### src/regex_defs.svh
`ifndef REGEX_DEFS_SVH
`define REGEX_DEFS_SVH

////////////////////////////////////////
// widths
////////////////////////////////////////

`define REG_WIDTH           32      // register and bus data
`define MEM_RD_WIDTH        64      // memory read word
`define MEM_RD_ADDR_WIDTH   9       // read address, 64-bit words
`define MEM_WR_ADDR_WIDTH   10      // write address, 32-bit words
`define AXI_ADDR_WIDTH      5       // register window

// longest program the engine will walk
`define MAX_INSTR           256

////////////////////////////////////////
// register window byte offsets
////////////////////////////////////////

`define REG_DATA_IN         5'h00
`define REG_ADDRESS         5'h04
`define REG_START_PTR       5'h08
`define REG_CMD             5'h0C
`define REG_STATUS          5'h10   // read only
`define REG_DATA_OUT        5'h14   // read only

`endif

### src/regex_pkg.sv
`include "regex_defs.svh"

package regex_pkg;

    typedef logic [`REG_WIDTH-1:0]         reg_word_t;
    typedef logic [`MEM_RD_WIDTH-1:0]      mem_word_t;  // lowest address in low bits
    typedef logic [`MEM_RD_ADDR_WIDTH-1:0] rd_addr_t;
    typedef logic [`MEM_WR_ADDR_WIDTH-1:0] wr_addr_t;
    typedef logic [7:0]                    char_t;
    typedef logic [15:0]                   instr_t;     // opcode [15:8], char [7:0]

    // full register width so that stray upper bits decode as no command
    typedef enum logic [`REG_WIDTH-1:0] {
        CMD_NOP          = 0,
        CMD_WRITE        = 1,
        CMD_READ         = 2,
        CMD_START        = 3,
        CMD_RESTART      = 4,
        CMD_READ_ELAPSED = 5,
        CMD_RESET        = 6
    } cmd_e;

    typedef enum logic [7:0] {
        OP_CHAR   = 8'd1,
        OP_ANY    = 8'd2,
        OP_ACCEPT = 8'd3
    } op_e;

    typedef enum logic [2:0] {
        STATUS_IDLE     = 3'd0,
        STATUS_RUNNING  = 3'd1,
        STATUS_ACCEPTED = 3'd2,
        STATUS_REJECTED = 3'd3,
        STATUS_ERROR    = 3'd4
    } status_e;

    typedef struct packed {
        reg_word_t data_in;
        reg_word_t address;
        reg_word_t start_ptr;
        reg_word_t cmd;
    } host_regs_t;

    typedef struct packed {
        logic     valid;
        rd_addr_t addr;
    } mem_req_t;

    typedef struct packed {
        logic      valid;
        wr_addr_t  addr;
        reg_word_t data;
    } mem_wr_t;

    typedef struct packed {
        logic finish;
        logic accept;
        logic error;
    } run_result_t;

endpackage

### src/cycle_counter.sv
`timescale 1ns/100ps

module cycle_counter
    import regex_pkg::*;
(
    input  logic      clk,
    input  logic      core_reset,
    input  logic      clear,
    input  logic      run,
    output reg_word_t count
);

// run length in cycles, sticks at all ones
always_ff @(posedge clk)
begin
    if (core_reset || clear)
    begin
        count <= '0;
    end
    else if (run && !(&count))
    begin
        count <= count + 1'b1;
    end
end

endmodule

### config.mk
export PLATFORM = sky130hd
export DESIGN_NAME = cycle_counter
export DESIGN_NICKNAME = d
export VERILOG_FILES = /design/src/regex_pkg.sv /design/src/cycle_counter.sv
export VERILOG_INCLUDE_DIRS = /design/src /design/src/src
export SDC_FILE = /design/constraint.sdc
export NUM_CORES = 1
export LEC_CHECK = 0
export BUFFER_PORTS_ARGS = -buffer_cell sky130_fd_sc_hd__buf_2
export CORE_MARGIN = 2
export CORE_UTILIZATION = 55
export CTS_BUF_LIST = sky130_fd_sc_hd__clkbuf_4 sky130_fd_sc_hd__clkbuf_8 sky130_fd_sc_hd__clkbuf_16
export DETAILED_ROUTE_END_ITERATION = 8
export GPL_TIMING_DRIVEN = 0
export PLACE_DENSITY = 0.85
export SLEW_MARGIN = 20
export SYNTH_ARGS = -nofsm -noshare
export SYNTH_HDL_FRONTEND = slang
export SYNTH_SLANG_ARGS = --single-unit
### constraint.sdc
create_clock -name clk -period 3.6 [get_ports clk]
set_clock_uncertainty 0.2 [all_clocks]
set_input_delay 0 -clock clk [delete_from_list [all_inputs] [get_ports clk]]
set_output_delay 0 -clock clk [all_outputs]
set_load 0.1 [all_outputs]
## Yosys cells after proc, flatten, opt, wreduce, memory -nomap -nowiden

Cells that the tools add are included.

- Bits of input ports: 4
- Output and inout port bits: 32
- Register bits after elaboration: 32
- Logic and storage cells: 6

- Add/subtract/negate cells: 1
- Reduce and logical (&&, ||, !) cells: 4

Operators by type and width:

| cell | number |
|---|---|
| $add 32x1->32 const B | 1 |
| $reduce_and 32->1 | 1 |
| $logic_and 1x1->1 | 1 |
| $logic_not 1->1 | 1 |
| $logic_or 1x1->1 | 1 |

## Longest topological paths before layout

- Depth in word-level cells: 3
- Gate-level depth with buffers: 8
- Depth with buffers taken out: 6

## Worst setup path after synthesis

No wires, ideal clock.

- Path type: register -> register
- Start: register count[0]
- End: register count[1]
- Setup slack: 535 ps
- Arrival time: 2737 ps
- Cell stages (with the launch flop): 9
- Buffers on the path: 2
- Period minus slack after synthesis: 3065 ps
- Path through: dfxtp_1 ha_1 nand4_1 or4_4 o31ai_4 buf_6 buf_12 mux2i_1 nor2_1

- Cells in the longest elaborated chain, start to end: 3

Ends and longest elaborated chain:

| item | RTL line | text |
|---|---|---|
| start, declared | cycle_counter.sv:10 | `output reg_word_t count` |
| start signal, assigned | cycle_counter.sv:22 | `count <= count + 1'b1;` |
| branches (longest 3 deep; another with $add 32x1->32) | - |  |

Parallel ways; which one is timed is not known.
A chain may end at the register's enable or synchronous reset.

## Worst setup path in the final report

- Start: register count[16]
- End: register count[14]

- Cells in the longest elaborated chain, start to end: 3

Ends and longest elaborated chain:

| item | RTL line | text |
|---|---|---|
| $reduce_and 32->1 | cycle_counter.sv:20 | `else if (run && !(&count))` |
| $logic_not 1->1 | cycle_counter.sv:20 |  |
| $logic_and 1x1->1 | cycle_counter.sv:20 |  |

No other way between the ends.

==> results.cfg <==
[finish]
final_nets = 245
fillers = 231
drive_gt1_share_pct = 22.0
diodes = 0
area_growth_syn_to_layout_pct = 19.6
final_common_cell = buf_2
largest_reg_flops = 32
top_regs = count x32
final_util_pct = 70.4
final_cell_mix = buf_2, dfxtp_1, a21oi_1
top_register = count

[clock_tree]
cts_max_level = 2
clk_latency_ns = 0.34
cts.sink_count = 32
path_clk_slew_ns = 0.09
cts_buffer_depth = 2
cts_buffers = 5
holdBufCountCts = 4
cts_setup_buffers = 0
cts_tree = built
clockRootBuffer = clkbuf_4
cts_resized = 0

[setup_path]
crit_path_end_kind = flop
critical_path.cell_chain = nand4_1 -> nor4_1 -> nand2_1 -> and3_1 -> nor3_1 -> dlygate4sd3_1
crit_required_ns = 3.69
cp_num_buf_inv = 1
crit_type = reg2reg
cp_data_arrival_time_ns = 2.69
cp_slowest_cell = nor4_1
cp_max_fo = 7
path_delay_family = simple AND/OR/NAND/NOR gates
critPathLaunchType = flop
slowest_delay_ns = 0.65

[drt]
ant_nets = 0
firstDrtPassIters = 4
wl_per_cell_um = 14.9
via_count = 1704
drtIter0Drc = 93
wirelength_um = 4050
viasPerCell = 6.26
drc = 0

[yosys]
synthCells = 194
ys_seq_area_share_pct = 39.1
synth-edff-count = 0
synth_area_leader_cell = dfxtp_1
ys_seq_elements = 32
avgSynthCellArea_sq_um = 8.44
synth-async-reset-ratio_pct = 0
syn-num-nets = 199
ys_warn_count = 0
synth_ff_type = dfxtp_1
synthTopCellsByArea = dfxtp_1, a21oi_1, or3_1
ys_types = 34
synth_top_area_share_pct = 39.1
netlist_area_sq_um = 1640

[grt]
grt-ovfl-total = 0
grt_pass1_wl_um = 6850
grt_max_degree = 11
grt_use_total_pct = 26.1
grt_antenna_before_repair = 0
first_global_vias = 1525

[timing]
worst_slew_pin_slew_ns = 0.641
relSlewSlack_pct = 56.9
fin_tns_setup_ns = 0
setup_violations = 0
hold_viol = 0
fin_crit_ns = 2.61
rsz0062_at_grt = no
period_share_pct = 72.4
drv_slew = 0
timing.final.ws_setup_ns = 0.995
fmaxAchievable_ghz = 0.384

[floorplanning]
die-height_um = 58.6
pin_count = 36
rows = 19
die_w_um = 58.6
die_area_sq_um = 3430
coreArea_sq_um = 2780
start_util_pct = 58.8

[pwr]
power.density_nw_per_um2 = 317
peakVddDrop_mv = 0.347
power.leakage_nw = 0.675

[placed_design]
place_congestion = 0.809
pre_cts_ws_ns = 1.07
io_buffers = 35
dp_hpwl_um = 2760

[run_status]
status = finished, final reports clean

[min_path]
hold_class = in2reg

[run]
drv_cap = 0
[per-layer routing]
layer  track usage (%)  vias up  part of all wire (%)
met3              8.79        7                   6.4
li1                  -      848                     -
met5                 0        -                     0
met2              38.8       61                    44
met4              11.3        0                   1.8
met1              34.3      788                    48
[worst reg2reg max path: cells and delay by family (launching register included)]
kind                   cells  cell delay [ns]
and+or+nand+nor            5             1.34
buffers and inverters      1             0.56
DFF                        1             0.46
[area by class of cell]
| type | count | area [sq um] | area share, % |
|---|---|---|---|
| repair buffers | 39 | 215 | 11.0 |
| inverters | 4 | 15.0 | 0.767 |
| clock buffers | 8 | 66.3 | 3.39 |
| plain buffers | 8 | 55.1 | 2.81 |
| flip-flops and latches | 32 | 641 | 32.7 |
| multi-input cells | 150 | 926 | 47.3 |
| well taps | 31 | 38.8 | 1.98 |
[power breakdown]
part           internal [mW]  switching, mW  total (mW)
clock                  0.111          0.121       0.232
combinational         0.0106         0.0210      0.0315
sequential             0.354        0.00134       0.356
[final timing paths]
path / to / startpoint / cells past startpoint / slack [ns]
setup / recovery: count[14] / count[16] / 6 / 0.99
hold / removal: count[21] / clear / 5 / 0.15
setup reg to reg: count[14] / count[16] / 6 / 0.99
hold reg to reg: count[30] / count[30] / 2 / 0.32
[synthesized netlist by cell type, types with 3 or more instances]
| master | count |
|---|---|
| or3_1 | 15 |
| clkbuf_1 | 5 |
| nor2_1 | 11 |
| o31ai_1 | 12 |
| nand4_1 | 10 |
| nand2_1 | 13 |
| o21ai_1 | 4 |
| nand3_1 | 10 |
| a21oi_1 | 26 |
| inv_1 | 4 |
| xor2_1 | 3 |
| or4_1 | 12 |
| o21ai_0 | 9 |
| and4_1 | 5 |
| dfxtp_1 | 32 |
[kinds of logic after synthesis]
| kind of cell | count (synthesis) | synth area share (%) |
|---|---|---|
| xor gates and xnor gates | 4 | 2.14 |
| and+or+nand+nor | 88 | 31.6 |
| AOI/OAI and AO/OA | 56 | 21.5 |
| muxes | 1 | 0.612 |
| buffers and inverters | 12 | 4.28 |
| adders and majority gates | 1 | 0.764 |
| DFF | 32 | 39.1 |
[metrics by stage]
stage                     total power, mW  area, sq um  instances  hold slack, ns
after global placement              0.392         1850        260           0.244
after detailed placement            0.393         1850        260           0.259
final                               0.619         1960        272           0.154
after CTS                           0.622         1960        272           0.147
after floorplan                     0.384         1640        194          0.0545
after global routing                0.642         1960        272           0.191
No activity file was read; power rests on OpenSTA's default activity.
