<file path="src/regex_defs.svh">
`ifndef REGEX_DEFS_SVH
`define REGEX_DEFS_SVH

////////////////////////////////////////
// widths
////////////////////////////////////////

`define REG_WIDTH           32      // register and bus data
`define MEM_RD_WIDTH        64      // memory read word
`define MEM_RD_ADDR_WIDTH   9       // read address, 64-bit words
`define MEM_WR_ADDR_WIDTH   10      // write address, 32-bit words
`define AXI_ADDR_WIDTH      5       // register window

// longest program the engine will walk
`define MAX_INSTR           256

////////////////////////////////////////
// register window byte offsets
////////////////////////////////////////

`define REG_DATA_IN         5'h00
`define REG_ADDRESS         5'h04
`define REG_START_PTR       5'h08
`define REG_CMD             5'h0C
`define REG_STATUS          5'h10   // read only
`define REG_DATA_OUT        5'h14   // read only

`endif

</file>
<file path="src/regex_pkg.sv">
`include "regex_defs.svh"

package regex_pkg;

    typedef logic [`REG_WIDTH-1:0]         reg_word_t;
    typedef logic [`MEM_RD_WIDTH-1:0]      mem_word_t;  // lowest address in low bits
    typedef logic [`MEM_RD_ADDR_WIDTH-1:0] rd_addr_t;
    typedef logic [`MEM_WR_ADDR_WIDTH-1:0] wr_addr_t;
    typedef logic [7:0]                    char_t;
    typedef logic [15:0]                   instr_t;     // opcode [15:8], char [7:0]

    // full register width so that stray upper bits decode as no command
    typedef enum logic [`REG_WIDTH-1:0] {
        CMD_NOP          = 0,
        CMD_WRITE        = 1,
        CMD_READ         = 2,
        CMD_START        = 3,
        CMD_RESTART      = 4,
        CMD_READ_ELAPSED = 5,
        CMD_RESET        = 6
    } cmd_e;

    typedef enum logic [7:0] {
        OP_CHAR   = 8'd1,
        OP_ANY    = 8'd2,
        OP_ACCEPT = 8'd3
    } op_e;

    typedef enum logic [2:0] {
        STATUS_IDLE     = 3'd0,
        STATUS_RUNNING  = 3'd1,
        STATUS_ACCEPTED = 3'd2,
        STATUS_REJECTED = 3'd3,
        STATUS_ERROR    = 3'd4
    } status_e;

    typedef struct packed {
        reg_word_t data_in;
        reg_word_t address;
        reg_word_t start_ptr;
        reg_word_t cmd;
    } host_regs_t;

    typedef struct packed {
        logic     valid;
        rd_addr_t addr;
    } mem_req_t;

    typedef struct packed {
        logic      valid;
        wr_addr_t  addr;
        reg_word_t data;
    } mem_wr_t;

    typedef struct packed {
        logic finish;
        logic accept;
        logic error;
    } run_result_t;

endpackage

</file>
<file path="src/axil_regs.sv">
`timescale 1ns/100ps
`include "regex_defs.svh"

module axil_regs
    import regex_pkg::*;
(
    input  logic                       clk,
    input  logic                       reset_master,
    input  logic [`AXI_ADDR_WIDTH-1:0] awaddr,
    input  logic                       awvalid,
    output logic                       awready,
    input  logic [`REG_WIDTH-1:0]      wdata,
    input  logic [`REG_WIDTH/8-1:0]    wstrb,
    input  logic                       wvalid,
    output logic                       wready,
    output logic                       bvalid,
    output logic [1:0]                 bresp,
    input  logic                       bready,
    input  logic [`AXI_ADDR_WIDTH-1:0] araddr,
    input  logic                       arvalid,
    output logic                       arready,
    output logic                       rvalid,
    output logic [`REG_WIDTH-1:0]      rdata,
    output logic [1:0]                 rresp,
    input  logic                       rready,
    output host_regs_t                 regs,
    input  status_e                    status,
    input  reg_word_t                  data_out
);

logic      wr_fire;
logic      rd_fire;
reg_word_t rd_mux;

// byte lanes of the register follow wstrb
function automatic reg_word_t merge(reg_word_t old_w, reg_word_t new_w,
                                    logic [`REG_WIDTH/8-1:0] strb);
    reg_word_t res;
    res = old_w;
    for (int i = 0; i < `REG_WIDTH/8; i++)
        if (strb[i])
            res[i*8 +: 8] = new_w[i*8 +: 8];
    return res;
endfunction

assign wr_fire = awready && awvalid && wvalid;
assign rd_fire = arready && arvalid;
assign wready  = awready;  // AW and W taken together
assign bresp   = 2'b00;
assign rresp   = 2'b00;

////////////////////////////////////////
// write channel
////////////////////////////////////////

always_ff @(posedge clk)
begin
    if (reset_master)
    begin
        awready <= 1'b0;
        bvalid  <= 1'b0;
        regs    <= '0;
    end
    else
    begin
        awready <= awvalid && wvalid && !bvalid && !awready;  // one cycle pulse
        if (wr_fire)
            bvalid <= 1'b1;
        else if (bready)
            bvalid <= 1'b0;

        if (wr_fire)
        begin
            case (awaddr)
                `REG_DATA_IN:   regs.data_in   <= merge(regs.data_in, wdata, wstrb);
                `REG_ADDRESS:   regs.address   <= merge(regs.address, wdata, wstrb);
                `REG_START_PTR: regs.start_ptr <= merge(regs.start_ptr, wdata, wstrb);
                `REG_CMD:       regs.cmd       <= merge(regs.cmd, wdata, wstrb);
                default: ;  // status, data_out and holes
            endcase
        end
    end
end

////////////////////////////////////////
// read channel
////////////////////////////////////////

always_comb
begin
    case (araddr)
        `REG_DATA_IN:   rd_mux = regs.data_in;
        `REG_ADDRESS:   rd_mux = regs.address;
        `REG_START_PTR: rd_mux = regs.start_ptr;
        `REG_CMD:       rd_mux = regs.cmd;
        `REG_STATUS:    rd_mux = reg_word_t'(status);
        `REG_DATA_OUT:  rd_mux = data_out;
        default:        rd_mux = '0;
    endcase
end

always_ff @(posedge clk)
begin
    if (reset_master)
    begin
        arready <= 1'b0;
        rvalid  <= 1'b0;
        rdata   <= '0;
    end
    else
    begin
        arready <= arvalid && !rvalid && !arready;
        if (rd_fire)
        begin
            rvalid <= 1'b1;
            rdata  <= rd_mux;  // sampled at the handshake
        end
        else if (rready)
        begin
            rvalid <= 1'b0;
        end
    end
end

endmodule

</file>
<file path="config.mk">
export PLATFORM = sky130hd
export DESIGN_NAME = axil_regs
export DESIGN_NICKNAME = d
export VERILOG_FILES = /design/src/regex_pkg.sv /design/src/axil_regs.sv
export VERILOG_INCLUDE_DIRS = /design/src /design/src/src
export SDC_FILE = /design/constraint.sdc
export NUM_CORES = 1
export LEC_CHECK = 0
export BUFFER_PORTS_ARGS = -buffer_cell sky130_fd_sc_hd__buf_2
export CORE_MARGIN = 2
export CORE_UTILIZATION = 30
export CTS_CLUSTER_SIZE = 14
export DETAILED_ROUTE_END_ITERATION = 8
export PLACE_DENSITY = 0.57
export SETUP_SLACK_MARGIN = 0.4
export SLEW_MARGIN = 20
export SYNTH_ARGS = -nofsm -noshare
export SYNTH_HDL_FRONTEND = slang
export SYNTH_SLANG_ARGS = --single-unit
</file>
<file path="constraint.sdc">
create_clock -name clk -period 2.3 [get_ports clk]
set_input_delay 0.46 -clock clk [delete_from_list [all_inputs] [get_ports clk]]
set_output_delay 0.46 -clock clk [all_outputs]
set_load 0.03 [all_outputs]
</file>
* Word-level counts from Yosys, hierarchy flattened
Index checks and enable logic that the tools add are counted.
Storage, ports and cells: register bits 164
Operators by class: equal/unequal tests 8, mux-type cells 5, reduce and logical (&&, ||, !) cells 32
Operators by type and width (count):
- $pmux W32 S6 | 1
- $reduce_and A3 Y1 | 16
- $eq A5 B4 Y1 const B | 4
- $eq A5 B3 Y1 const B | 2
- $eq A5 B5 Y1 const B | 2
- $logic_not A5 Y1 | 2
- $logic_and A1 B1 Y1 | 8
- $logic_not A1 Y1 | 4
- $mux W1 | 4
- $reduce_bool A2 Y1 | 2

* Logic depth before layout (Yosys ltp)
word-level depth 3, gate-level depth with buffers 7, depth with buffers taken out 4

* Worst setup path after synthesis
Ideal clock, no wire load.
kind input to register, start point input port awaddr[1], end point register regs[15] in the netlist's numbering, arrival time 1856 ps, required time 2172 ps, path slack 317 ps, cell stages on the path 4, buffers on the path 0, path through nor4b_1 -> nand3_2 -> mux2i_1 -> nor2_1
On the way: word-level cells in the longest chain between the ends 2
RTL lines:
- start: declaration | line axil_regs.sv:9 | input logic [`AXI_ADDR_WIDTH-1:0] awaddr,
- $eq A5 B4 Y1 | line axil_regs.sv:74 | case (awaddr)
- $reduce_and A3 Y1 (no line)
- end: declaration | line axil_regs.sv:26 | output host_regs_t regs,
No other way between the ends. A chain may end at the register's enable or synchronous reset.

* Worst setup path in the final report
start point input port awaddr[1], end point register regs[121] in the netlist's numbering
On the way: word-level cells in the longest chain between the ends 2
RTL lines (line):
- $logic_not A5 Y1 | axil_regs.sv:74
- $reduce_and A3 Y1 (no line)
No other way between the ends.

==> impl_summary.md <==
Run status
The run finished with clean final reports.

Routing
After detailed routing, the number of remaining DRC violations is 0. The first routing iteration left 384 violations. The first-pass iteration count of the detailed router is 4.

After detailed routing, the met2 layer carries 11,100 microns of wire. Using the TritonRoute via totals, the vias-per-cell ratio works out to 4.96. The routed design has 23,800 microns of wire. Routed signal wires occupy layers up through met4. After detailed routing, the average wire length per cell comes to 18.7 microns. In the final routing, the length of wire on met1 measures 10,900 microns. The count of nets left with antenna violations once routing finished came out at 0. The routed design uses approximately 1600 microns of met3 wire.

The final route contains 6,316 vias.

Synthesis
The count of flip-flops with a built-in enable after synthesis is 0. After synthesis, the share of flip-flops with an asynchronous set or reset is 0. The post-synthesis average cell area is 10.3 sq um. The number of library cell types mapped by synthesis is 34. The Yosys step of the flow raised 0 warnings. The netlist area before placement is 7170 sq um.

The flip-flop and latch count after synthesis is 164. In the synthesized netlist, the number of instances is 699. The sequential fraction of the synthesis area is 0.458. The predominant post-synthesis flop cell is sky130_fd_sc_hd__dfxtp_1.

CTS
Clock-pin slew was measured on the worst setup and hold paths at 0.07 ns. Counting along the longest clock path gives a buffer depth of 2. Clock tree synthesis inserted a total of 17 buffers. After clock tree synthesis, the setup repair step added 0 buffers. The root buffer cell chosen for the clock tree is sky130_fd_sc_hd__clkbuf_16. At the later pin of the worst-skew pair, clock insertion delay measures 0.42 ns. Clock tree synthesis found a total of 164 sinks. After clock tree synthesis, the flow added hold-fix buffers numbering 0. The number of H-tree levels is 4.

In this run, post-CTS repair resized a total of 0 instances. TritonCTS built the clock tree.

Global routing
The number of antenna violations at the first check in global routing is 1. The total overflow reported by the global router is 0. The overall routing resource usage is 0.188. The first-pass GRT wire length is 35,800 microns. The number of global-route vias before repair is 5,997. Entering global routing, the biggest net connects 92 pins.

Setup path
The critical path starts at awaddr[1]. The worst setup path endpoint is regs[121]. The startpoint type of the worst setup path is an input pin. The path depth of the worst reg2reg path is 5. STA puts the critical path data arrival time at 1.99 ns. The critical path is of the in2reg type. In this run the critical register-to-register path is captured at regs[32]. The maximum net fanout on the critical path is 8. In this run the critical register-to-register path is launched from awready. The worst setup path is captured at a flop.

The required time of the critical path is 2.59 ns. The minimum setup slack among reg-to-reg paths is 0.72 ns.

Timing
The total negative slack for setup checks is 0 ns. The count of final hold-check violations was 0. Static timing analysis puts the maximum clock frequency at 0.589 GHz. Setup repair after global routing left no endpoint under its margin. Setup violations remaining at the end of the flow were counted as 0. The worst-case clock skew is 0.0101 ns. The final cycle utilization of the critical path is 0.738. The smallest clock period supported by the final layout is computed as 1.70 ns. The setup slack after layout is between 0.6 and 0.7 ns. The transition time of the tightest slew-check pin is 0.595 ns. The number of max-slew violations in the final report is 0. Hold timing on the final database bottoms out at a slack of 0.293 ns. In this run the tightest slew margin relative to its limit is 0.603.

Floorplanning
The cell row count is 56. The floorplan step set the die width to 159 microns. For this configuration, the core starts out at a cell density of 0.306. The floorplan step defined a die boundary enclosing 25,200 sq um. The total area inside the core boundary comes to 23,500 sq um. The die boundary height is 159 microns. The number of placed I/O pins is around 260.

Layout
The library cell used most frequently in the layout, excluding fill and tap cells, is sky130_fd_sc_hd__buf_2. The total of fill cells in the finished design is 2,364. The area added between synthesis and finish is 33.1%.

The net total in the final layout is 1,030. After routing the design area is 9550 sq um. Of the cells placed in the final design, the portion with a size suffix greater than 1 is 0.378. The end-of-flow core utilization is 0.407. The top cell types in the final layout, fill and taps aside, are sky130_fd_sc_hd__buf_2 (250), sky130_fd_sc_hd__dfxtp_1 (163), sky130_fd_sc_hd__mux2i_1 (162). The number of antenna repair diodes is 0.

Power
VDD sags by at most slightly below 0.0004 V. The areal power density over the cells is 660 nW/um^2. The share of total power dissipated in the clock network is 0.492. Cell internal power was estimated by the tool at 4.84 mW. The share of total power dissipated in sequential elements is 0.453. Of the total power, the share spent switching nets is 0.232.

Of the total power, combinational logic draws 0.055. For this design the static power due to leakage is 4.56 nW. The net switching power is 1.46 mW.

Placement
OpenSTA, run right after detailed placement, puts the worst setup slack at 0.158 ns. Routability-driven placement finished with a final weighted congestion of 0.788. Port buffering added 252 buffers. Detailed placement ended at an HPWL of 16,800 microns. In this run the cell area measured after placement is 8910 sq um.

Flow run
The count of max-cap constraint violations is 0.

Min path
The tightest min-delay check is of the in2reg type.
[kinds of logic after synthesis]
group | share of synthesized area
flops | 0.458
buf+inv | 0.0337
other cells | 0.000523
compound gates | 0.103
mux | 0.272
simple gates | 0.133
[how the worst min path moves through the flow]
stage	startpoint	end	slack (ns)	cells past startpoint
2_1_floorplan	wdata[0]	regs[0]	0.60	2
3_3_place_gp	bvalid	awready	0.44	1
3_5_place_dp	bvalid	awready	0.45	1
4_1_cts	rready	rvalid	0.27	3
5_1_grt	rready	rvalid	0.29	3
6_report	rready	rvalid	0.29	3
[power by group through the flow]
stage / registers (mW) / clock network (mW) / logic (mW)
global route: 2.85 / 3.30 / 0.374
finish: 2.85 / 3.10 / 0.348
CTS: 2.85 / 3.19 / 0.350
floorplan: 2.93 / 0 / 0.169
detailed placement: 2.92 / 0 / 0.349
global placement: 2.92 / 0 / 0.350
[final cells by class]
class / instances / area, sq um / share of cell area
sequential: 164 / 3280 / 0.344
timing repair buffer: 277 / 1530 / 0.160
multi-input combinational: 482 / 3690 / 0.387
tap: 319 / 399 / 0.0418
clock inverter: 9 / 141 / 0.0148
clock buffer: 23 / 498 / 0.0522
[Yosys cell counts (all sizes together), types with 12 or more instances]
master,number,area (sq um)
dfxtp,164,3280
mux2i,162,1620
nor2,135,507
clkbuf,39,146
a22oi,29,218
a2bb2oi,29,254
mux2,29,327
o22ai,29,181
buf,17,95.1
nand3,13,105
nor3,12,150
[routing by layer]
| layer | GRT usage | up-vias |
|---|---|---|
| met2 | 0.298 | 196 |
| met3 | 0.0528 | 25 |
| met4 | 0.0536 | 0 |
| met5 | 0 | - |
| met1 | 0.249 | 3077 |
| li1 | - | 3018 |
[worst max-delay path, cell delays in order]
cell	delay, ns
sky130_fd_sc_hd__buf_2	0.12
sky130_fd_sc_hd__or4_1	0.72
sky130_fd_sc_hd__nor3_4	0.17
sky130_fd_sc_hd__buf_4	0.25
sky130_fd_sc_hd__mux2i_1	0.21
sky130_fd_sc_hd__nor2_1	0.05
[through the flow]
step / std cells / total power [mW]
5_1_grt: 1274 / 6.53
6_report: 1274 / 6.30
2_1_floorplan: 702 / 3.09
3_3_place_gp: 1242 / 3.27
3_5_place_dp: 1242 / 3.27
4_1_cts: 1274 / 6.39
[registers in the layout (all words and copies together) (netlist names)]
register  count
awready       1
arready       1
rvalid        1
bvalid        1
rdata        32
regs        128
No activity file was read; power rests on OpenSTA's default activity.
