$ cat src/regex_defs.svh
`ifndef REGEX_DEFS_SVH
`define REGEX_DEFS_SVH

////////////////////////////////////////
// widths
////////////////////////////////////////

`define REG_WIDTH           32      // register and bus data
`define MEM_RD_WIDTH        64      // memory read word
`define MEM_RD_ADDR_WIDTH   9       // read address, 64-bit words
`define MEM_WR_ADDR_WIDTH   10      // write address, 32-bit words
`define AXI_ADDR_WIDTH      5       // register window

// longest program the engine will walk
`define MAX_INSTR           256

////////////////////////////////////////
// register window byte offsets
////////////////////////////////////////

`define REG_DATA_IN         5'h00
`define REG_ADDRESS         5'h04
`define REG_START_PTR       5'h08
`define REG_CMD             5'h0C
`define REG_STATUS          5'h10   // read only
`define REG_DATA_OUT        5'h14   // read only

`endif

$ cat src/regex_pkg.sv
`include "regex_defs.svh"

package regex_pkg;

    typedef logic [`REG_WIDTH-1:0]         reg_word_t;
    typedef logic [`MEM_RD_WIDTH-1:0]      mem_word_t;  // lowest address in low bits
    typedef logic [`MEM_RD_ADDR_WIDTH-1:0] rd_addr_t;
    typedef logic [`MEM_WR_ADDR_WIDTH-1:0] wr_addr_t;
    typedef logic [7:0]                    char_t;
    typedef logic [15:0]                   instr_t;     // opcode [15:8], char [7:0]

    // full register width so that stray upper bits decode as no command
    typedef enum logic [`REG_WIDTH-1:0] {
        CMD_NOP          = 0,
        CMD_WRITE        = 1,
        CMD_READ         = 2,
        CMD_START        = 3,
        CMD_RESTART      = 4,
        CMD_READ_ELAPSED = 5,
        CMD_RESET        = 6
    } cmd_e;

    typedef enum logic [7:0] {
        OP_CHAR   = 8'd1,
        OP_ANY    = 8'd2,
        OP_ACCEPT = 8'd3
    } op_e;

    typedef enum logic [2:0] {
        STATUS_IDLE     = 3'd0,
        STATUS_RUNNING  = 3'd1,
        STATUS_ACCEPTED = 3'd2,
        STATUS_REJECTED = 3'd3,
        STATUS_ERROR    = 3'd4
    } status_e;

    typedef struct packed {
        reg_word_t data_in;
        reg_word_t address;
        reg_word_t start_ptr;
        reg_word_t cmd;
    } host_regs_t;

    typedef struct packed {
        logic     valid;
        rd_addr_t addr;
    } mem_req_t;

    typedef struct packed {
        logic      valid;
        wr_addr_t  addr;
        reg_word_t data;
    } mem_wr_t;

    typedef struct packed {
        logic finish;
        logic accept;
        logic error;
    } run_result_t;

endpackage

$ cat src/cmd_ctrl.sv
`timescale 1ns/100ps
`include "regex_defs.svh"

module cmd_ctrl
    import regex_pkg::*;
(
    input  logic        clk,
    input  logic        reset_master,
    input  host_regs_t  regs,
    output status_e     status,
    output reg_word_t   data_out,
    output mem_wr_t     wr,
    output mem_req_t    rd,
    input  mem_word_t   rd_data,
    input  mem_req_t    eng_req,
    output logic        mem_grant,
    output logic        start,
    input  run_result_t result,
    output logic        count_clear,
    output logic        count_run,
    input  reg_word_t   count,
    output logic        core_reset
);

status_e status_nxt;
logic    running;
logic    host_rd;
logic    rd_pend;   // host read word arrives next cycle
logic    rd_half;

assign core_reset  = reset_master || (regs.cmd == CMD_RESET);
assign running     = (status == STATUS_RUNNING);
assign host_rd     = !running && (regs.cmd == CMD_READ);
assign start       = (status == STATUS_IDLE) && (regs.cmd == CMD_START);
assign count_clear = start;
assign count_run   = running;
assign mem_grant   = running;  // engine owns the read port while running

// memory port routing
always_comb
begin
    wr.valid = !running && (regs.cmd == CMD_WRITE);
    wr.addr  = wr_addr_t'(regs.address);
    wr.data  = regs.data_in;

    if (running)
    begin
        rd = eng_req;
    end
    else
    begin
        rd.valid = host_rd;
        rd.addr  = rd_addr_t'(regs.address >> 1);  // two halves per word
    end
end

////////////////////////////////////////
// status FSM
////////////////////////////////////////

always_comb
begin
    status_nxt = status;
    case (status)
        STATUS_IDLE:
            if (start)
                status_nxt = STATUS_RUNNING;
        STATUS_RUNNING:
        begin
            if (result.error)
                status_nxt = STATUS_ERROR;
            else if (result.finish)
                status_nxt = result.accept ? STATUS_ACCEPTED : STATUS_REJECTED;
        end
        STATUS_ACCEPTED, STATUS_REJECTED, STATUS_ERROR:
            if (regs.cmd == CMD_RESTART)
                status_nxt = STATUS_IDLE;
        default:
            status_nxt = STATUS_IDLE;
    endcase
end

always_ff @(posedge clk)
begin
    if (core_reset)
    begin
        status   <= STATUS_IDLE;
        rd_pend  <= 1'b0;
        rd_half  <= 1'b0;
        data_out <= '0;
    end
    else
    begin
        status  <= status_nxt;
        rd_pend <= host_rd;
        rd_half <= regs.address[0];
        if (rd_pend)
            data_out <= rd_half ? rd_data[`REG_WIDTH +: `REG_WIDTH] : rd_data[0 +: `REG_WIDTH];
        else if (regs.cmd == CMD_READ_ELAPSED)
            data_out <= count;
    end
end

endmodule

$ cat config.mk
export PLATFORM = sky130hd
export DESIGN_NAME = cmd_ctrl
export DESIGN_NICKNAME = d
export VERILOG_FILES = /design/src/regex_pkg.sv /design/src/cmd_ctrl.sv
export VERILOG_INCLUDE_DIRS = /design/src /design/src/src
export SDC_FILE = /design/constraint.sdc
export NUM_CORES = 1
export LEC_CHECK = 0
export BUFFER_PORTS_ARGS = -buffer_cell sky130_fd_sc_hd__buf_4
export CORE_AREA = 2 2 129 131
export CTS_CLUSTER_SIZE = 28
export DETAILED_ROUTE_END_ITERATION = 16
export DIE_AREA = 0 0 131 133
export PLACE_DENSITY = 0.44
export SYNTH_ARGS = -nofsm -noshare
export SYNTH_HDL_FRONTEND = slang
export SYNTH_SLANG_ARGS = --single-unit
$ cat constraint.sdc
create_clock -name clk -period 3.5 [get_ports clk]
set_clock_uncertainty 0.1 [all_clocks]
set_input_delay 0.875 -clock clk [delete_from_list [all_inputs] [get_ports clk]]
set_output_delay 0.875 -clock clk [all_outputs]
set_load 0.02 [all_outputs]
======== After elaboration in Yosys (flattened, before gate mapping) ========
Cells that the tools add are included.
storage, ports and cells
  register bits after elaboration ......... 37
  bits in latches ......................... 0
  RAM bits ................................ 0
  memory bits (read-only) ................. 0
  output and inout bits ................... 93
  logic and storage cells ................. 36
  memories ................................ 0
operators by class
  add/sub/neg operators ................... 0
  multiply operators ...................... 0
  div/mod/pow operators ................... 0
  magnitude comparators ................... 0
  equal/unequal tests ..................... 13
  shifts and indexed selects .............. 0
  muxes and demuxes ....................... 10
  bitwise gates (word level) .............. 0
  reductions and logical operators ........ 9
operator list
  cell                 number
  $eq 32x3->1 const B  3
  $mux 32              3
  $eq 32x2->1 const B  2
  $eq 32x1->1 const B  1
  $mux 3               4
  $mux 10              1
  $pmux 3 s3           1
  $eq 3x2->1 const B   2
  $ne 2x2->1 const B   2
  $eq 3x1->1 const B   1
  $eq 3x3->1 const B   1
  $logic_and 1x1->1    3
  $logic_not 3->1      1
  $ne 3x3->1 const B   1
  $reduce_and 3->1     1
  $reduce_or 3->1      1
  $reduce_bool 2->1    1
  $logic_not 1->1      1
  $logic_or 1x1->1     1
  $mux 1               1

======== Logic depth before layout (Yosys ltp) ========
Gate-level depths: netlist of the first run.
  depth after elaboration ................. 4
  depth in mapped cells ................... 6
  gate-level depth less buffers ........... 5

======== Worst setup path before layout of the first run ========
No wires, ideal clock.
  path type ............................... in2out
  start point ............................. input regs[3] (netlist name)
  end point ............................... output wr[42] (netlist name)
  arrival ................................. 2.509 ns
  setup slack ............................. 0.016 ns
  stages .................................. 5
  path buffers ............................ 0
  cells stage by stage .................... nor4_1 > nand4_1 > or2_1 > or3_1 > nor3b_1
RTL lines
  item                RTL line        text
  start: declaration  cmd_ctrl.sv:9   input host_regs_t regs,
  end: declaration    cmd_ctrl.sv:12  output mem_wr_t wr,

==> results of run 1 <==
==> state kept, by name (all words and copies together), names as in the netlist <==
name	cells
data_out	32
rd_half	1
status	3
rd_pend	1
==> tightest hold or removal path, delay by kind of cell, from the launching register on <==
kind	cells	cell delay (ns)
flops	1	0.31
simple gates	1	0.05
compound gates	1	0.05
==> what timing repair did <==
action,in CTS,in global routing
resized for setup,0,6
buffers inserted,0,1
hold buffers,0,0
setup endpoints to repair,0,4
==> area by class of cell <==
type / instances / area, um^2 / area share
Clock buffer: 6 / 138.9 / 0.03278
Sequential cell: 37 / 742.0 / 0.1751
Inverter: 7 / 26.28 / 0.006202
Multi-Input combinational cell: 183 / 1328 / 0.3133
Clock inverter: 2 / 37.54 / 0.008860
Tap cell: 220 / 275.3 / 0.06497
Timing Repair Buffer: 225 / 1689 / 0.3987
==> final timing paths <==
check,end,slack [ns],cells after the start
max reg2reg,status[1],1.50,5
min reg2reg,data_out[14],0.35,2
min,data_out[14],0.35,2
max,wr[42],0.12,7
==> power groups by stage <==
stage / clock network, mW / logic [mW] / registers (mW)
after floorplan: 0 / 0.314 / 0.467
after global placement: 0 / 0.508 / 0.468
after detailed placement: 0 / 0.514 / 0.468
after CTS: 0.568 / 0.516 / 0.458
after global routing: 0.579 / 0.548 / 0.461
final: 0.539 / 0.513 / 0.458
==> synthesized netlist by cell type, drive strengths merged (2+ instances only) <==
master   n  share of area
buf     52           0.16
mux2    42           0.19
a21oi   38          0.077
dfxtp   37           0.30
nand2   36          0.055
a22oi   32          0.097
clkbuf  10          0.015
inv      7          0.011
nor4     7          0.020
nor2     5         0.0076
nor3     5          0.010
nand4    3         0.0076
or3      3         0.0076
nor3b    2         0.0061
==> cells by family after synthesis <==
| kind of cell | after synthesis |
|---|---|
| flip-flops | 37 |
| AO/OA/AOI/OAI | 76 |
| multiplexers | 42 |
| AND/OR/NAND/NOR | 65 |
| buffers and inverters | 69 |
==> layer usage <==
metal  share of wire  global-route usage
met3           0.082             0.01941
met2            0.51              0.1903
met5               0                   0
met4           0.020             0.03723
met1            0.39              0.1153
==> summary.txt, run 1 <==
Routing
  – Pre-antenna DRT Iters: 6
  – Post-Route WL: 9563 um
  – Remaining DRCs: 0
  – DRT iter0 DRCs: slightly above 90
  – Detail Route Antenna Nets: 0
  – Avg WL per Cell: 14.06 um
  – Vias: around 2700
  – Via density: roughly 4

Global routing
  – Vias in the first global route: ~2800
  – Largest net degree at the start of global routing: 37
  – GRT Total Usage: 0.1030
  – First-pass GRT wire length: 13970 um
  – Total gr overflow: 0
  – Antenna violations before repair: 0

Pwr
  – Leakage dissipation: 1.791 nW
  – Logic pwr share: 0.340
  – Overall power: 1.511 mW
  – Sw Share: 0.2887
  – Maximum vdd ir drop: 0.1588 mV
  – Flop pwr share: 0.303
  – Clock power share: 0.357
  – NetSw: 0.4361 mW
  – Internal: 1.075 mW
  – Power per cell area: 356.6 mW/mm^2

STA
  – Measured slew at the worst slew-check pin: 0.8438 ns
  – Fin. Hold Viols: 0
  – Final period util: 0.9668
  – Max Freq: 0.2955 GHz
  – RSZ-0062 raised after global routing: false
  – Relative slew slack: 0.4375
  – TNS Setup: 0 ns
  – Max Transition Viols Final: 0
  – Final Critical Period: 3.384 ns
  – Fin Hold WS: around 0.35 ns
  – Post-route setup slack: 0.1163 ns
  – Final setup vio count: 0

Logic synthesis
  – Syn Inst Count: 289
  – Yosys Warn Count: 0
  – Number of enable flip-flop cells after synthesis: 0
  – Area share of and/or/nand/nor cells after synthesis: 0.1262
  – Compound-Gate Fraction of Synth Area: 0.1997
  – Primary FF master, synth: dfxtp_1
  – Sequential area share after synthesis: 0.3001
  – Post-Synth XOR/XNOR Area: 0
  – Register bit total from synthesis: 37
  – Synth Area in Adders: 0
  – Synth unique cells: 28
  – Largest family of logic cells by synthesized area: compound AO/OA/AOI/OAI gates
  – Synth Cell Area: ~0.0025 mm^2
  – Async S/R FF share, synth: 0
  – Synth Net Count: 528
  – Avg Cell Area, Syn: 8.542 um^2
  – Mux share of post-synthesis cell area: 0.1916

Placement
  – Setup slack at placement: ~0.019 ns
  – HPWL after detailed placement: 7598 um
  – Placed cell count: 671
  – Port bufs: 213
  – DP Area: 0.004016 mm^2
  – Routability cong.: 0.7041

CTS
  – Htree depth: 2
  – Clk buf depth: 2
  – CTS clk-pin slew, worst paths: 0.06 ns
  – Inserted Clock Buffers: 5
  – Root buf cell: clkbuf_16
  – Worst-skew pair later-pin latency: roughly 0.28 ns
  – TritonCTS clock tree: yes
  – CTS sink cnt: 37

Critical path
  – WS Path Type: in2out
  – Worst path bufs/invs: 2
  – Crit-path slowest cell: or3_1
  – Start point of the critical path: regs[13]
  – Crit path largest cell delay: between 0.3 and 0.4 ns
  – Top cell family by delay on the critical path: simple AND/OR/NAND/NOR gates
  – Req. time, crit path: between 2 and 3 ns
  – Most used cell, CP: buf_4
  – Reg2reg start: status[2]
  – Crit path max fanout: 2
  – Crit start category: primary input
  – CP endpoint kind: primary output
  – Crit path DAT: 2.41 ns
  – CP Cell Sequence: buf_4 > nor4_2 > nand4_1 > or2_1 > or3_1 > nor3b_2 > buf_4

Floorplan
  – Height of the die: 133 um
  – Core footprint: between 0.015 and 0.02 mm^2
  – Total die area: around 0.017 mm^2
  – I/O Pins: 332
  – Chip Width: between 100 and 150 um
  – Starting Density: 0.1526
  – Rows: 47

Finish
  – Most common cell after layout, fill and taps aside: buf_4
  – Non-Filler Instances: a little under 700
  – Design area: between 0.004 and 0.005 mm^2
  – Layout cell share with drive strength beyond 1: 0.6196
  – Most frequent cells in the layout: 225 x buf_4, 42 x mux2_2, 38 x a21oi_1
  – Final net count: between 600 and 700
  – Ant diodes: 0
  – Area Growth Syn to Fin: 71.62%
  – Final Util: 0.2620
  – Filler cells: ~1800

Worst hold path
  – Hold Crit Class: reg2reg
  – Origin of the worst min-delay path: data_out[14]

Outcome
  – Status: complete, no violations

Flow run
  – Max-cap violations: 0
Note: power is estimated with default switching activity, not from simulation.
==> inputs of run 2 (changes only) <==
CORE_AREA = 2 2 127 129   (was 2 2 129 131)
DIE_AREA = 0 0 129 131   (was 0 0 131 133)
PLACE_DENSITY = 0.47   (was 0.44)
clock period = 3 ns   (was 3.5 ns; I/O delays follow)
==> run 2 against run 1 <==
  * Combinational power grew 19%
  * Power rose by 9.8%
  * The flow now finishes with violations (negative setup slack)
  * Largest power group is now combinational cells
  * Sequential power up 18%
==> summary.txt, run 2 (synthesized netlist as in run 1, its figures left out) <==
Floorplan
  – Total die area: 0.01690 mm^2 (-3.0%)
  – Chip Width: 129 um (-1.5%)
  – Rows: 46 (-2.1%)
  – Starting Density: 0.1583 (+0.005621)
  – Core footprint: 0.01560 mm^2 (-3.6%)
  – I/O Pins: 332 (unchanged)
  – Height of the die: 131 um (-1.5%)

Finish
  – Most frequent cells in the layout: 211 x buf_4, 42 x mux2_2, 38 x a21oi_1
  – Multi-input logic area: 0.001395 mm^2 (+5.1%)
  – Most common cell after layout, fill and taps aside: buf_4
  – Layout cell share with drive strength beyond 1: 0.6261 (+0.006522)
  – Sequential cell area: 742.0 um^2 (unchanged)
  – Ant diodes: 0 (unchanged)
  – Max reg flops: 32 (unchanged)
  – Area Growth Syn to Fin: 75.11%
  – Final Util: 0.2772 (+0.01518)
  – Filler cells: 1669 (-5.0%)
  – Reg with most FFs: data_out
  – Biggest regs: data_out (32), status (3)
  – Final net count: 698 (unchanged)
  – Design area: 0.004323 mm^2 (+2.0%)

Routing
  – Top sig layer: met4
  – Via density: 4.070 (+2.0%)
  – Pre-antenna DRT Iters: 4 (-2)
  – Post-Route WL: 9431 um (-1.4%)
  – WL met1: 3409 um (-7.5%)
  – Met2 WL: 5081 um (+3.6%)
  – Avg WL per Cell: 13.95 um (-0.80%)
  – DRT iter0 DRCs: 57 (-37%)
  – Detail Route Antenna Nets: 0 (unchanged)
  – Vias: 2751 (+1.4%)
  – Remaining DRCs: 0 (unchanged)
  – Met3 routed WL: 751 um (-3.7%)

Critical path
  – Start point of the critical path: regs[7]
  – Crit start category: primary input
  – Worst path bufs/invs: 2 (unchanged)
  – Worst Reg2Reg Path Length in Cells: 5 (unchanged)
  – CP Cell Sequence: buf_6 > nor4_4 > nand4_1 > or2_1 > or3_4 > nor3b_2 > buf_4
  – Reg2reg start: status[2]
  – WS Path Type: in2out
  – Top cell family by delay on the critical path: simple AND/OR/NAND/NOR gates
  – Req. time, crit path: 2.15 ns (-0.37 ns)
  – Crit path max fanout: 2 (unchanged)
  – Reg-to-reg setup timing slack: 1.05 ns (-0.45 ns)
  – Crit path DAT: 2.27 ns (-0.14 ns)
  – CP endpoint kind: primary output
  – Crit path largest cell delay: 0.34 ns (about the same)
  – Crit-path slowest cell: or3_4
  – Crit Reg-Reg Endpoint: status[1]

Pwr
  – Leakage dissipation: 1.811 nW (+1.1%)
  – Maximum vdd ir drop: 0.1938 mV (+22%)
  – Power per cell area: 383.8 mW/mm^2 (+7.6%)

Placement
  – Port bufs: 213 (unchanged)
  – Setup slack at placement: -0.2650 ns (-0.2841 ns)
  – Routability cong.: 0.7443 (+5.7%)
  – DP Area: 0.004019 mm^2 (about the same)
  – HPWL after detailed placement: 7328 um (-3.6%)

STA
  – Final period util: 1.040
  – Fin. Hold Viols: 0 (unchanged)
  – TNS Setup: -0.2790 ns (-0.2790 ns)
  – Relative slew slack: 0.4444 (+0.006892)
  – Max Freq: about 0.32 GHz
  – Max Transition Viols Final: 0 (unchanged)
  – Final Critical Period: ~3.1 ns
  – RSZ-0062 raised after global routing: true
  – Final setup vio count: 5 (+5)
  – Post-route setup slack: -0.1195 ns (-0.2358 ns)
  – Measured slew at the worst slew-check pin: 0.8334 ns (-0.01034 ns)

CTS
  – TritonCTS clock tree: yes
  – CTS clk-pin slew, worst paths: 0.06 ns (about the same)
  – CTS sink cnt: 37 (unchanged)
  – # hold bufs at CTS: 0 (unchanged)
  – Worst-skew pair later-pin latency: 0.28 ns (about the same)
  – Inserted Clock Buffers: 5 (unchanged)
  – Htree depth: 2 (unchanged)
  – Root buf cell: clkbuf_16
  – Clk buf depth: 2 (unchanged)

Worst hold path
  – Worst hold endpoint: data_out[22]
  – Origin of the worst min-delay path: data_out[22]
  – Hold Crit Class: reg2reg
  – Worst Hold Depth: 2 (unchanged)

Global routing
  – Total gr overflow: 0 (unchanged)
  – First-pass GRT wire length: 13690 um (-2.0%)
  – Vias in the first global route: 2779 (+0.72%)
  – GRT Total Usage: 0.1044 (+0.001402)
  – Largest net degree at the start of global routing: 37 (unchanged)
  – Antenna violations before repair: 0 (unchanged)

Outcome
  – Failing checks: negative setup slack
  – Status: finished, violations left

Flow run
  – Max-cap violations: 0 (unchanged)
## run 2: per-stage QoR
step	cells	power, mW	hold WS, ns
finish	676	1.659	0.3500
global route	676	1.764	0.3759
CTS	674	1.702	0.3539
detailed placement	664	1.148	0.3444
global placement	664	1.141	0.3425
floorplan	289	0.9154	0.4276
## run 2: layout make-up
type,count,area share
clock buffers,6,0.02981
repair buffers,225,0.4049
clock inverters,2,0.002315
well taps,216,0.06252
flip-flops and latches,37,0.1716
inverters,7,0.006078
multi-input cells,183,0.3227
## run 2: repair_timing
item | in CTS | in global routing
pin swaps | 7 | 4
resized for setup | 21 | 4
setup buffers | 2 | 2
endpoints found under the setup margin | 5 | 5
## run 2: how the worst max path moves through the flow
stage,endpoint,slack [ns],cells after the start
6_report,wr[42],-0.12,7
5_1_grt,wr[42],-0.21,7
4_1_cts,wr[42],-0.16,7
3_5_place_dp,wr[42],-0.26,7
3_3_place_gp,wr[42],-0.23,7
2_1_floorplan,wr[42],-0.08,5
## run 2: routing by layer
layer / global-route usage / vias up
met4: 0.03517 / 0
met3: 0.02321 / 21
met2: 0.2085 / 146
met5: 0 / -
met1: 0.1066 / 1250
li1: - / 1334
## run 2: worst register-to-register path, delay by kind of cell, from the launching register on
| kind | cells | cell delay, ns |
|---|---|---|
| AOI/OAI and AO/OA | 2 | 0.56 |
| DFF | 1 | 0.48 |
| muxes | 1 | 0.39 |
| and+or+nand+nor | 2 | 0.34 |
## run 2: report_power, final
part	internal [mW]	leakage, nW	switching (mW)	total (mW)
sequential	0.505	0.299	0.0346	0.539
combinational	0.343	1.44	0.270	0.613
clock	0.305	0.0706	0.201	0.506
==> inputs of run 3 (changes only) <==
RECOVER_POWER = 50   (was default)
==> run 3 against run 2 <==
  * Hold slack worse by 0.0014 ns
  * Final cell count unchanged
  * Utilization down 0.72 points
  * First-iteration DRC count up 44%
  * Critical path depth unchanged
  * Sequential power about the same
  * Register-to-register slack about the same
  * Sequential share of layout area up 0.46 points
  * Critical endpoint unchanged
  * Die area unchanged
  * Design area down 2.6%
  * Highest routed layer unchanged
  * The run still ends with negative setup slack left
==> summary.txt, run 3 (synthesized netlist as in run 1, its figures left out) <==
Critical path
  – Crit-path slowest cell: or3_4
  – Req. time, crit path: 2.15 ns (about the same)
  – CP endpoint kind: primary output
  – Crit Reg-Reg Endpoint: status[1]
  – Reg-to-reg setup timing slack: 1.05 ns (about the same)
  – WS Path Type: in2out
  – Crit start category: primary input
  – Crit path max fanout: 2 (unchanged)
  – Top cell family by delay on the critical path: simple AND/OR/NAND/NOR gates
  – Worst path bufs/invs: 2 (unchanged)
  – CP Cell Sequence: buf_6 > nor4_4 > nand4_1 > or2_1 > or3_4 > nor3b_2 > buf_4
  – Reg2reg start: status[2]
  – Crit path DAT: 2.27 ns (about the same)
  – Worst Reg2Reg Path Length in Cells: 5 (unchanged)
  – Crit path largest cell delay: 0.34 ns (about the same)

Finish
  – Final net count: 698 (unchanged)
  – Max reg flops: 32 (unchanged)
  – Area Growth Syn to Fin: 70.55%
  – Design area: 0.004210 mm^2 (-2.6%)
  – Ant diodes: 0 (unchanged)
  – Layout cell share with drive strength beyond 1: 0.5609 (-0.06522)
  – Most common cell after layout, fill and taps aside: buf_4
  – Reg with most FFs: data_out
  – Biggest regs: data_out (32), status (3)
  – Most frequent cells in the layout: 181 x buf_4, 42 x mux2_2, 38 x a21oi_1

Worst hold path
  – Worst Hold Depth: 2 (unchanged)
  – Worst hold endpoint: data_out[22]
  – Origin of the worst min-delay path: data_out[22]
  – Hold Crit Class: reg2reg

Outcome
  – Failing checks: negative setup slack
  – Status: finished, violations left

Global routing
  – Met2 GRT Util: 0.2085 (unchanged)
  – Busiest metal layer after global routing: met2
  – Antenna violations before repair: 0 (unchanged)
  – Met1 Resource Use GR: 0.1066 (unchanged)
  – Vias in the first global route: 2779 (unchanged)
  – GRT Total Usage: 0.1044 (unchanged)
  – Total gr overflow: 0 (unchanged)
  – Met3 Use GR: 0.02321 (unchanged)
  – Largest net degree at the start of global routing: 37 (unchanged)
  – First-pass GRT wire length: 13690 um (unchanged)

Routing
  – Detail Route Antenna Nets: 0 (unchanged)
  – Remaining DRCs: 0 (unchanged)
  – Via density: 4.078 (+0.22%)
  – DRT iter0 DRCs: 82 (+44%)
  – Avg WL per Cell: 13.99 um (+0.28%)
  – Post-Route WL: 9457 um (+0.28%)
  – Pre-antenna DRT Iters: 4 (unchanged)
  – Vias: 2757 (+0.22%)

STA
  – Final setup vio count: 5 (unchanged)
  – Relative slew slack: 0.4469 (+0.002520)
  – RSZ-0062 raised after global routing: true
  – Max Transition Viols Final: 0 (unchanged)
  – Fin. Hold Viols: 0 (unchanged)
  – TNS Setup: -0.2813 ns (-0.002318 ns)
  – Fin Hold WS: 0.3486 ns (-0.001351 ns)
  – Measured slew at the worst slew-check pin: 0.8297 ns (-0.003779 ns)
  – Final period util: 1.040 (unchanged)
  – Max Freq: 0.3206 GHz (unchanged)
  – Post-route setup slack: -0.1195 ns (unchanged)
  – Final Critical Period: 3.120 ns (unchanged)

CTS
  – TritonCTS clock tree: yes
  – Htree depth: 2 (unchanged)
  – CTS sink cnt: 37 (unchanged)
  – Root buf cell: clkbuf_16
  – Inserted Clock Buffers: 5 (unchanged)
  – Clk buf depth: 2 (unchanged)
  – CTS clk-pin slew, worst paths: 0.06 ns (about the same)
  – Worst-skew pair later-pin latency: 0.28 ns (about the same)
  – # hold bufs at CTS: 0 (unchanged)

Pwr
  – Clock power share: 0.305 (about the same)
  – Internal: 1.153 mW (unchanged)
  – Overall power: 1.659 mW (about the same)
  – Leakage dissipation: 1.682 nW (-7.1%)
  – Logic pwr share: 0.370 (about the same)
  – Maximum vdd ir drop: 0.1938 mV (about the same)
  – Power per cell area: 394.0 mW/mm^2 (+2.7%)
  – Flop pwr share: 0.325 (about the same)
  – NetSw: 0.5058 mW (about the same)
  – Sw Share: 0.3049 (about the same)

Floorplan
  – Chip Width: 129 um (unchanged)
  – I/O Pins: 332 (unchanged)
  – Core footprint: 0.01560 mm^2 (unchanged)
  – Height of the die: 131 um (unchanged)
  – Total die area: 0.01690 mm^2 (unchanged)
  – Rows: 46 (unchanged)
  – Starting Density: 0.1583 (unchanged)

Placement
  – HPWL after detailed placement: 7328 um (unchanged)
  – Port bufs: 213 (unchanged)
  – Routability cong.: 0.7443 (unchanged)
  – DP Area: 0.004019 mm^2 (unchanged)
  – Setup slack at placement: -0.2650 ns (unchanged)

Flow run
  – Max-cap violations: 0 (unchanged)
## run 3: worst max path at each step
stage | cells after the start | endpoint | slack, ns | start
2_1_floorplan | 5 | wr[42] | -0.08 | regs[3]
3_5_place_dp | 7 | wr[42] | -0.26 | regs[9]
4_1_cts | 7 | wr[42] | -0.16 | regs[7]
3_3_place_gp | 7 | wr[42] | -0.23 | regs[3]
6_report | 7 | wr[42] | -0.12 | regs[7]
5_1_grt | 7 | wr[42] | -0.21 | regs[19]
## run 3: worst reg2reg max path: cells and delay by family, from the launching register on
family | cells | cell delay [ns]
muxes | 1 | 0.39
DFF | 1 | 0.48
and+or+nand+nor | 2 | 0.34
AOI/OAI and AO/OA | 2 | 0.57
## run 3: what timing repair did
action,4_1_cts,5_1_grt
endpoints found under the setup margin,5,5
gates resized for setup,21,4
pin swaps,7,4
setup buffers,2,2
## run 3: cell type report
type | instances | area (um^2)
repair buffers | 225 | 1638
flip-flops and latches | 37 | 742.0
well taps | 216 | 270.3
clock inverters | 2 | 10.01
multi-input cells | 183 | 1395
clock buffers | 6 | 128.9
inverters | 7 | 26.28
fillers | 1702 | 11390
## run 3: per-layer routing
metal | share of wire | vias to the layer above
li1 | - | 1332
met3 | 0.078 | 21
met5 | 0 | -
met1 | 0.37 | 1258
met4 | 0.020 | 0
met2 | 0.54 | 146
## run 3: through the flow
| stage | utilization | instances |
|---|---|---|
| finish | 0.2699 | 676 |
| global route | 0.2699 | 676 |
| CTS | 0.2741 | 674 |
| detailed placement | 0.2577 | 664 |
| global placement | 0.2577 | 664 |
| floorplan | - | 289 |
## run 3: power by group through the flow
| stage | sequential [mW] | combinational [mW] | clock [mW] |
|---|---|---|---|
| final | 0.539 | 0.613 | 0.506 |
| after global routing | 0.544 | 0.659 | 0.562 |
| after CTS | 0.540 | 0.613 | 0.549 |
| after detailed placement | 0.547 | 0.601 | 0 |
| after global placement | 0.547 | 0.595 | 0 |
| after floorplan | 0.546 | 0.369 | 0 |
